===== config.mk =====
export PLATFORM = sky130hd
export DESIGN_NAME = riscvCore
export DESIGN_NICKNAME = d
export VERILOG_FILES = /design/src/verilog/riscvCorePkg.sv /design/src/verilog/idExBus.sv /design/src/verilog/regFile.sv /design/src/verilog/instrDecode.sv /design/src/verilog/pipeIdEx.sv /design/src/verilog/execStage.sv /design/src/verilog/riscvCore.sv
export VERILOG_INCLUDE_DIRS = /design/src /design/src/verilog
export SDC_FILE = /design/constraint.sdc
export NUM_CORES = 2
export LEC_CHECK = 0
export BUFFER_PORTS_ARGS = -buffer_cell sky130_fd_sc_hd__buf_4
export CORE_ASPECT_RATIO = 1.4
export CORE_MARGIN = 2
export CORE_UTILIZATION = 60
export CTS_CLUSTER_SIZE = 30
export DETAILED_ROUTE_END_ITERATION = 8
export PLACE_DENSITY = 0.8
export RECOVER_POWER = 50
export SETUP_SLACK_MARGIN = 0.3
export SYNTH_ARGS = -nofsm -noshare
export SYNTH_HDL_FRONTEND = slang
export SYNTH_SLANG_ARGS = --single-unit

===== constraint.sdc =====
create_clock -name CLK -period 5.15 [get_ports CLK]
set_input_delay 0.515 -clock CLK [delete_from_list [all_inputs] [get_ports CLK]]
set_output_delay 0.515 -clock CLK [all_outputs]
set_load 0.1 [all_outputs]

===== src/verilog/riscvCore_defines.svh =====
`ifndef RISCVCORE_DEFINES_SVH
`define RISCVCORE_DEFINES_SVH

// Datapath width
`define XLEN 32

// Register file geometry
`define REG_ADDR_W 5
`define REG_COUNT 32

// Major opcodes handled by decode
`define OPC_OP 7'b0110011
`define OPC_OP_IMM 7'b0010011
`define OPC_LUI 7'b0110111

`endif


===== src/verilog/riscvCorePkg.sv =====
`include "riscvCore_defines.svh"

package riscvCorePkg;

	// Register-register layout
	typedef struct packed {
		logic [6:0] funct7;
		logic [`REG_ADDR_W-1:0] rs2;
		logic [`REG_ADDR_W-1:0] rs1;
		logic [2:0] funct3;
		logic [`REG_ADDR_W-1:0] rd;
		logic [6:0] opcode;
	} rTypeT;

	// Immediate layout, also covers the upper bits of LUI
	typedef struct packed {
		logic [11:0] imm12;
		logic [`REG_ADDR_W-1:0] rs1;
		logic [2:0] funct3;
		logic [`REG_ADDR_W-1:0] rd;
		logic [6:0] opcode;
	} iTypeT;

	typedef union packed {
		rTypeT rType;
		iTypeT iType;
	} instrWord;

	typedef enum logic [3:0] {
		ALU_ADD = 4'd0,
		ALU_SUB = 4'd1,
		ALU_AND = 4'd2,
		ALU_OR = 4'd3,
		ALU_XOR = 4'd4,
		ALU_SLT = 4'd5,
		ALU_SLL = 4'd6,
		ALU_SRL = 4'd7,
		ALU_PASSB = 4'd8
	} aluOpT;

	// rwSrc: 0 selects the ALU, 1 the immediate
	typedef struct packed {
		aluOpT aluOp;
		logic aluSrcB;
		logic rfWe;
		logic [1:0] rwSrc;
	} ctrlT;

endpackage


===== src/verilog/idExBus.sv =====
`timescale 1ns/1ns
`include "riscvCore_defines.svh"

interface idExBus;

	logic valid;
	riscvCorePkg::ctrlT ctrl;
	logic [`XLEN-1:0] pc;
	logic [`XLEN-1:0] imm;

	// Register addresses
	logic [`REG_ADDR_W-1:0] rs1;
	logic [`REG_ADDR_W-1:0] rs2;
	logic [`REG_ADDR_W-1:0] rd;

	// Operand values read in decode
	logic [`XLEN-1:0] rd1;
	logic [`XLEN-1:0] rd2;

	modport src (
		output valid,
		output ctrl,
		output pc,
		output imm,
		output rs1,
		output rs2,
		output rd,
		output rd1,
		output rd2
	);

	modport dst (
		input valid,
		input ctrl,
		input pc,
		input imm,
		input rs1,
		input rs2,
		input rd,
		input rd1,
		input rd2
	);

endinterface


===== src/verilog/regFile.sv =====
`timescale 1ns/1ns
`include "riscvCore_defines.svh"

module regFile (
	input  logic CLK,
	input  logic RSTn,
	input  logic [`REG_ADDR_W-1:0] raddr1,
	input  logic [`REG_ADDR_W-1:0] raddr2,
	output logic [`XLEN-1:0] rdata1,
	output logic [`XLEN-1:0] rdata2,
	input  logic we,
	input  logic [`REG_ADDR_W-1:0] waddr,
	input  logic [`XLEN-1:0] wdata
);

	logic [`XLEN-1:0] regs [`REG_COUNT];
	logic wrActive;

	// Writes to x0 are dropped
	assign wrActive = we && (waddr != '0);

	always_ff @(posedge CLK) begin
		if (RSTn) begin
			for (int i = 0; i < `REG_COUNT; i++) begin
				regs[i] <= '0;
			end
		end else if (wrActive) begin
			regs[waddr] <= wdata;
		end
	end

	// Same-cycle write shows through on a matching read
	always_comb begin
		if (raddr1 == '0)
			rdata1 = '0;
		else if (wrActive && (waddr == raddr1))
			rdata1 = wdata;
		else
			rdata1 = regs[raddr1];
	end

	always_comb begin
		if (raddr2 == '0)
			rdata2 = '0;
		else if (wrActive && (waddr == raddr2))
			rdata2 = wdata;
		else
			rdata2 = regs[raddr2];
	end

endmodule


===== src/verilog/instrDecode.sv =====
`timescale 1ns/1ns
`include "riscvCore_defines.svh"

module instrDecode (
	input  logic CLK,
	input  logic RSTn,
	input  logic instrValid,
	input  riscvCorePkg::instrWord instr,
	input  logic [`XLEN-1:0] pc,
	input  logic wbWe,
	input  logic [`REG_ADDR_W-1:0] wbAddr,
	input  logic [`XLEN-1:0] wbData,
	idExBus.src bus
);

	logic [6:0] opcode;
	logic isOp;
	logic [2:0] funct3;
	logic [6:0] funct7;
	logic [`REG_ADDR_W-1:0] rs1;
	logic [`REG_ADDR_W-1:0] rs2;
	logic [`REG_ADDR_W-1:0] rd;
	logic [`XLEN-1:0] imm;
	logic [`XLEN-1:0] rdata1;
	logic [`XLEN-1:0] rdata2;
	logic legal;
	riscvCorePkg::ctrlT ctrl;

	// Opcode, rd, funct3 and rs1 sit at the same place in both views
	assign opcode = instr.rType.opcode;
	assign isOp = (opcode == `OPC_OP);

	assign funct3 = instr.rType.funct3;
	assign funct7 = instr.rType.funct7;
	assign rs1 = instr.rType.rs1;
	// In I-type these bits belong to the immediate
	assign rs2 = isOp ? instr.rType.rs2 : '0;
	assign rd = instr.rType.rd;

	always_comb begin
		if (opcode == `OPC_LUI)
			imm = {instr.iType.imm12, instr.iType.rs1, instr.iType.funct3, 12'b0};
		else
			imm = {{(`XLEN-12){instr.iType.imm12[11]}}, instr.iType.imm12};
	end

	always_comb begin
		ctrl = '0;
		legal = 1'b1;
		case (opcode)
			`OPC_OP: begin
				// Only funct7 of zero, or SUB's 0100000
				if ((funct7 != 7'b0) && !((funct7 == 7'b0100000) && (funct3 == 3'b000)))
					legal = 1'b0;
				case (funct3)
					3'b000: ctrl.aluOp = funct7[5] ? riscvCorePkg::ALU_SUB : riscvCorePkg::ALU_ADD;
					3'b001: ctrl.aluOp = riscvCorePkg::ALU_SLL;
					3'b010: ctrl.aluOp = riscvCorePkg::ALU_SLT;
					3'b100: ctrl.aluOp = riscvCorePkg::ALU_XOR;
					3'b101: ctrl.aluOp = riscvCorePkg::ALU_SRL;
					3'b110: ctrl.aluOp = riscvCorePkg::ALU_OR;
					3'b111: ctrl.aluOp = riscvCorePkg::ALU_AND;
					default: legal = 1'b0;
				endcase
			end
			`OPC_OP_IMM: begin
				ctrl.aluSrcB = 1'b1;
				case (funct3)
					3'b000: ctrl.aluOp = riscvCorePkg::ALU_ADD;
					3'b010: ctrl.aluOp = riscvCorePkg::ALU_SLT;
					3'b100: ctrl.aluOp = riscvCorePkg::ALU_XOR;
					3'b110: ctrl.aluOp = riscvCorePkg::ALU_OR;
					3'b111: ctrl.aluOp = riscvCorePkg::ALU_AND;
					default: legal = 1'b0;
				endcase
			end
			`OPC_LUI: begin
				ctrl.aluOp = riscvCorePkg::ALU_PASSB;
				ctrl.aluSrcB = 1'b1;
				ctrl.rwSrc = 2'd1;
			end
			default: legal = 1'b0;
		endcase
		ctrl.rfWe = (rd != '0);
		// Unsupported encodings become bubbles
		if (!legal)
			ctrl = '0;
	end

	regFile regFile_i (
		.CLK(CLK),
		.RSTn(RSTn),
		.raddr1(rs1),
		.raddr2(rs2),
		.rdata1(rdata1),
		.rdata2(rdata2),
		.we(wbWe),
		.waddr(wbAddr),
		.wdata(wbData)
	);

	assign bus.valid = instrValid && legal;
	assign bus.ctrl = ctrl;
	assign bus.pc = pc;
	assign bus.imm = imm;
	assign bus.rs1 = rs1;
	assign bus.rs2 = rs2;
	assign bus.rd = rd;
	assign bus.rd1 = rdata1;
	assign bus.rd2 = rdata2;

endmodule


===== src/verilog/pipeIdEx.sv =====
`timescale 1ns/1ns
`include "riscvCore_defines.svh"

module pipeIdEx (
	input logic CLK,
	input logic RSTn,
	idExBus.dst dec,
	idExBus.src exe
);

	logic valid;
	riscvCorePkg::ctrlT ctrl;
	logic [`XLEN-1:0] pc;
	logic [`XLEN-1:0] imm;
	logic [`REG_ADDR_W-1:0] rs1;
	logic [`REG_ADDR_W-1:0] rs2;
	logic [`REG_ADDR_W-1:0] rd;
	logic [`XLEN-1:0] rd1;
	logic [`XLEN-1:0] rd2;

	// Bubbles advance too, valid low keeps them harmless
	always_ff @(posedge CLK) begin
		if (RSTn) begin
			valid <= 1'b0;
			ctrl <= '0;
			pc <= '0;
			imm <= '0;
			rs1 <= '0;
			rs2 <= '0;
			rd <= '0;
			rd1 <= '0;
			rd2 <= '0;
		end else begin
			valid <= dec.valid;
			ctrl <= dec.ctrl;
			pc <= dec.pc;
			imm <= dec.imm;
			rs1 <= dec.rs1;
			rs2 <= dec.rs2;
			rd <= dec.rd;
			rd1 <= dec.rd1;
			rd2 <= dec.rd2;
		end
	end

	assign exe.valid = valid;
	assign exe.ctrl = ctrl;
	assign exe.pc = pc;
	assign exe.imm = imm;
	assign exe.rs1 = rs1;
	assign exe.rs2 = rs2;
	assign exe.rd = rd;
	assign exe.rd1 = rd1;
	assign exe.rd2 = rd2;

endmodule


===== src/verilog/execStage.sv =====
`timescale 1ns/1ns
`include "riscvCore_defines.svh"

module execStage (
	input  logic CLK,
	input  logic RSTn,
	idExBus.dst bus,
	output logic wbWe,
	output logic [`REG_ADDR_W-1:0] wbAddr,
	output logic [`XLEN-1:0] wbData
);

	localparam int shamtW = $clog2(`XLEN);

	logic [`XLEN-1:0] opB;
	logic [shamtW-1:0] shamt;
	logic [`XLEN-1:0] aluResult;
	logic [`XLEN-1:0] result;

	// Operand B is the register or the immediate
	assign opB = bus.ctrl.aluSrcB ? bus.imm : bus.rd2;
	assign shamt = opB[shamtW-1:0];

	always_comb begin
		case (bus.ctrl.aluOp)
			riscvCorePkg::ALU_ADD: aluResult = bus.rd1 + opB;
			riscvCorePkg::ALU_SUB: aluResult = bus.rd1 - opB;
			riscvCorePkg::ALU_AND: aluResult = bus.rd1 & opB;
			riscvCorePkg::ALU_OR: aluResult = bus.rd1 | opB;
			riscvCorePkg::ALU_XOR: aluResult = bus.rd1 ^ opB;
			riscvCorePkg::ALU_SLT: begin
				aluResult = {{(`XLEN-1){1'b0}}, ($signed(bus.rd1) < $signed(opB))};
			end
			riscvCorePkg::ALU_SLL: aluResult = bus.rd1 << shamt;
			riscvCorePkg::ALU_SRL: aluResult = bus.rd1 >> shamt;
			riscvCorePkg::ALU_PASSB: aluResult = opB;
			default: aluResult = '0;
		endcase
	end

	// Write-back source
	always_comb begin
		case (bus.ctrl.rwSrc)
			2'd1: result = bus.imm;
			default: result = aluResult;
		endcase
	end

	always_ff @(posedge CLK) begin
		if (RSTn) begin
			wbWe <= 1'b0;
			wbAddr <= '0;
			wbData <= '0;
		end else begin
			wbWe <= bus.valid && bus.ctrl.rfWe;
			wbAddr <= bus.rd;
			wbData <= result;
		end
	end

endmodule


===== src/verilog/riscvCore.sv =====
`timescale 1ns/1ns
`include "riscvCore_defines.svh"

module riscvCore (
	input  logic CLK,
	input  logic RSTn,
	input  logic instrValid,
	input  logic [`XLEN-1:0] instr,
	input  logic [`XLEN-1:0] pc,
	output logic wbValid,
	output logic [`REG_ADDR_W-1:0] wbAddr,
	output logic [`XLEN-1:0] wbData
);

	idExBus decBus ();
	idExBus exeBus ();

	instrDecode instrDecode_i (
		.CLK(CLK),
		.RSTn(RSTn),
		.instrValid(instrValid),
		.instr(instr),
		.pc(pc),
		.wbWe(wbValid),
		.wbAddr(wbAddr),
		.wbData(wbData),
		.bus(decBus.src)
	);

	pipeIdEx pipeIdEx_i (
		.CLK(CLK),
		.RSTn(RSTn),
		.dec(decBus.dst),
		.exe(exeBus.src)
	);

	// Write-back also loops back into decode's register file
	execStage execStage_i (
		.CLK(CLK),
		.RSTn(RSTn),
		.bus(exeBus.dst),
		.wbWe(wbValid),
		.wbAddr(wbAddr),
		.wbData(wbData)
	);

endmodule


==> results_dict.tcl <==
set metrics [dict create \
    status "finished, violations left" \
    violations "capacitance limit, slew limit, setup timing" \
    multi_input_area_um2 30950 \
    max_freq_ghz 0.1931 \
    netlist.top_cell.by_area "edfxtp_1" \
    clkTransAtPathRegs_ns 0.06 \
    ant_nets 0 \
    grt_pass1_wl_mm 366.1 \
    fin_skew_ns 0.03869 \
    grt-busiest-layer "met2" \
    worst_slew_margin_rel_pct -77.34 \
    final_nets 5852 \
    area_delta_synth_final_pct 9.492 \
    route.vias.total 54311 \
    detail_route.wl_per_cell_um 35.30 \
    hpwl_mm 159.7 \
    firstDrtPassIters 7 \
    drt_iter0_drc 8961 \
    yosys-top-cells-count "edfxtp_1 (1024), and2_1 (1010), nand2_1 (584)" \
    hold_slack_ns 0.01081 \
    setup_ws_ns -0.02737 \
    synthArstFlopShare_pct 0 \
    avgSynthCellArea_um2 11.53 \
    synth_edf_count 1024 \
    worst_ir_drop_vdd_uv 324.3 \
    slowest_delay_ns 1.86 \
    grtUsageMet1_pct 49.16 \
    setup_viol 14 \
    finalHoldViolations 0 \
    critPathRequiredTime_ns 5.26 \
    initial_core_util_pct 60.55 \
    yosysMostFrequentCell "edfxtp_1" \
    die-area_um2 114000 \
    cts_made_buffers 108 \
    cts_tree "yes" \
    die-height_um 398.7 \
    gp_congestion 1.259 \
    slew_violations 255 \
    critical_path.top_delay_family "buffers and inverters" \
    pin_count 105 \
    critPathKind "in2reg" \
    cts_root_buf "clkbuf_16" \
    route.detailed.drc 0 \
    routed_wl_mm 256.0 \
    tightest_slew_ns 2.660 \
    fillers 8009 \
    yosys-top-cells-area "edfxtp_1 (46%), mux4_2 (11%), and2_1 (9.5%), dfxtp_1 (4.4%), nand2_1 (3.3%)" \
    synth_ff_type "edfxtp_1" \
    cp_num_buf_inv 3 \
    fin_crit_ns 5.177 \
    cellLeakagePower_uw 0.02585 \
    slowest_stage "clkbuf_1" \
    antenna_found_initial 26 \
    cts_sinks 1171 \
    finalCritPeriodShare_pct 100.5 \
    synth_area_um2 66770 \
    yosysWarningCount 0 \
    grt_pass1_vias 54198 \
    rsz0062_at_grt "no" \
    globalRouteOverflowTotal 0 \
    cp.arrival_ns 5.29 \
    io_buffers 72 \
    grt_start_max_net_pins 102 \
    critPathMostFrequentCell "clkbuf_1" \
    powerDensity_nw_per_um2 299.6 \
    core.rowCount 144 \
    crit_path_end_kind "register" \
    yosysSeqAreaShare_pct 50.46 \
    met3_usage_pct 15.98 \
    met2_usage_pct 69.77 \
    max_cap_violations 12 \
    clkLatencyLatePin_ns 0.76 \
    die_w_um 285.9 \
    core_area_um2 110300 \
    syn_inst 5790 \
    hp-class "in2reg" \
    register_area_um2 33690 \
    ys_ff_latch 1171 \
    critPathLaunchType "input port" \
    path_max_fanout 32 \
    cp_cell_sequence "clkbuf_1 > nor2b_1 > nand3_1 > clkbuf_1 > nor2_4 > or2_2 > clkbuf_2" \
    synth_cell_type_count 80 \
    grt_use_total_pct 44.85 \
    htree_levels 3 \
    vias_per_cell 7.488 \
    netlist.area_leader.share_pct 46.06 \
    final_layout_size_suffix_gt1_share_pct 15.64 \
    pre_cts_ws_ns 0.6149 \
    cts_buffer_depth 3 \
]
stage by stage:
stage	area (um2)	total power [uW]	util (%)	instances	setup TNS (ns)
final	73100	21900	66.30	7253	-0.08955
after global placement	69610	13500	63.13	7035	0
after global routing	73070	22260	66.27	7241	0
after detailed placement	69610	13550	63.13	7035	0
after floorplan	66880	12560	-	5821	0
after CTS	73260	21680	66.44	7239	0
registers in the layout, summed over array words and instances, names as in the netlist:
signal	cells
pipeIdEx_i.exe.rd2	32
pipeIdEx_i.exe.rd1	32
execStage_i.wbAddr	5
execStage_i.wbWe	1
pipeIdEx_i.exe.rd	5
pipeIdEx_i.exe.valid	1
pipeIdEx_i.exe.ctrl	7
execStage_i.wbData	32
pipeIdEx_i.exe.imm	32
instrDecode_i.regFile_i.regs	1024
where the power goes:
group          switching [uW]  internal [uW]
combinational            1700            870
clock                    3730           4650
sequential                305          10600
total                    5740          16200
layout by cell type (no fill, tap or decap), types with 86 or more instances in the layout:
cell type,n
a31oi_1,86
and2_1,798
mux2i_1,197
inv_1,93
o21ai_0,132
edfxtp_1,1024
dfxtp_1,146
nor2_1,195
nand3_1,125
o221ai_1,165
o22ai_1,132
and2_0,209
clkbuf_16,110
nand2_1,579
a21oi_1,150
buf_4,251
mux4_2,337
ha_1,97
path summary, 6_finish.rpt:
| kind | slack [ns] | cells after the start | start | to |
|---|---|---|---|---|
| max reg2reg | 0.56 | 14 | pipeIdEx_i.exe.ctrl[3]$_SDFF_PP0_ | execStage_i.wbData[29]$_SDFF_PP0_ |
| min reg2reg | 0.42 | 2 | pipeIdEx_i.exe.ctrl[2]$_SDFF_PP0_ | execStage_i.wbWe$_SDFF_PP0_ |
| min | 0.01 | 2 | instr[8] | pipeIdEx_i.exe.rd[1]$_SDFF_PP0_ |
| max | -0.03 | 7 | RSTn | instrDecode_i.regFile_i.regs[15][2]$_SDFFCE_PN0P_ |
per-layer routing:
layer  vias up  share of wire (%)
met5         -              0.073
met4        24                 11
met3      1757                 15
met2      5230                 45
met1     25716                 29
li1      21584                  -
kinds of logic after synthesis:
group,share of synthesized area [%]
AND/OR/NAND/NOR,16.70
adder cells (fa/ha/maj),1.878
XOR/XNOR,0.2230
multiplexers,14.87
other,0.005617
buffers and inverters,3.896
flip-flops,50.46
AO/OA/AOI/OAI,11.97
cell type report:
class                      count  share of cell area, %
clock buffer                 141                  4.024
antenna                       14                0.04792
inverter                      96                 0.5032
multi-input combinational   3972                  42.34
sequential                  1171                  46.09
tap                         1460                  2.499
clock inverter                62                 0.9516
timing repair buffer         337                  3.543
timing repair:
item	CTS	global route
endpoints found under the setup margin	0	1
setup buffers	0	0
hold buffers	1	0
hold endpoints to repair	1	0
resized for setup	0	1
No activity file was read; power rests on OpenSTA's default activity.
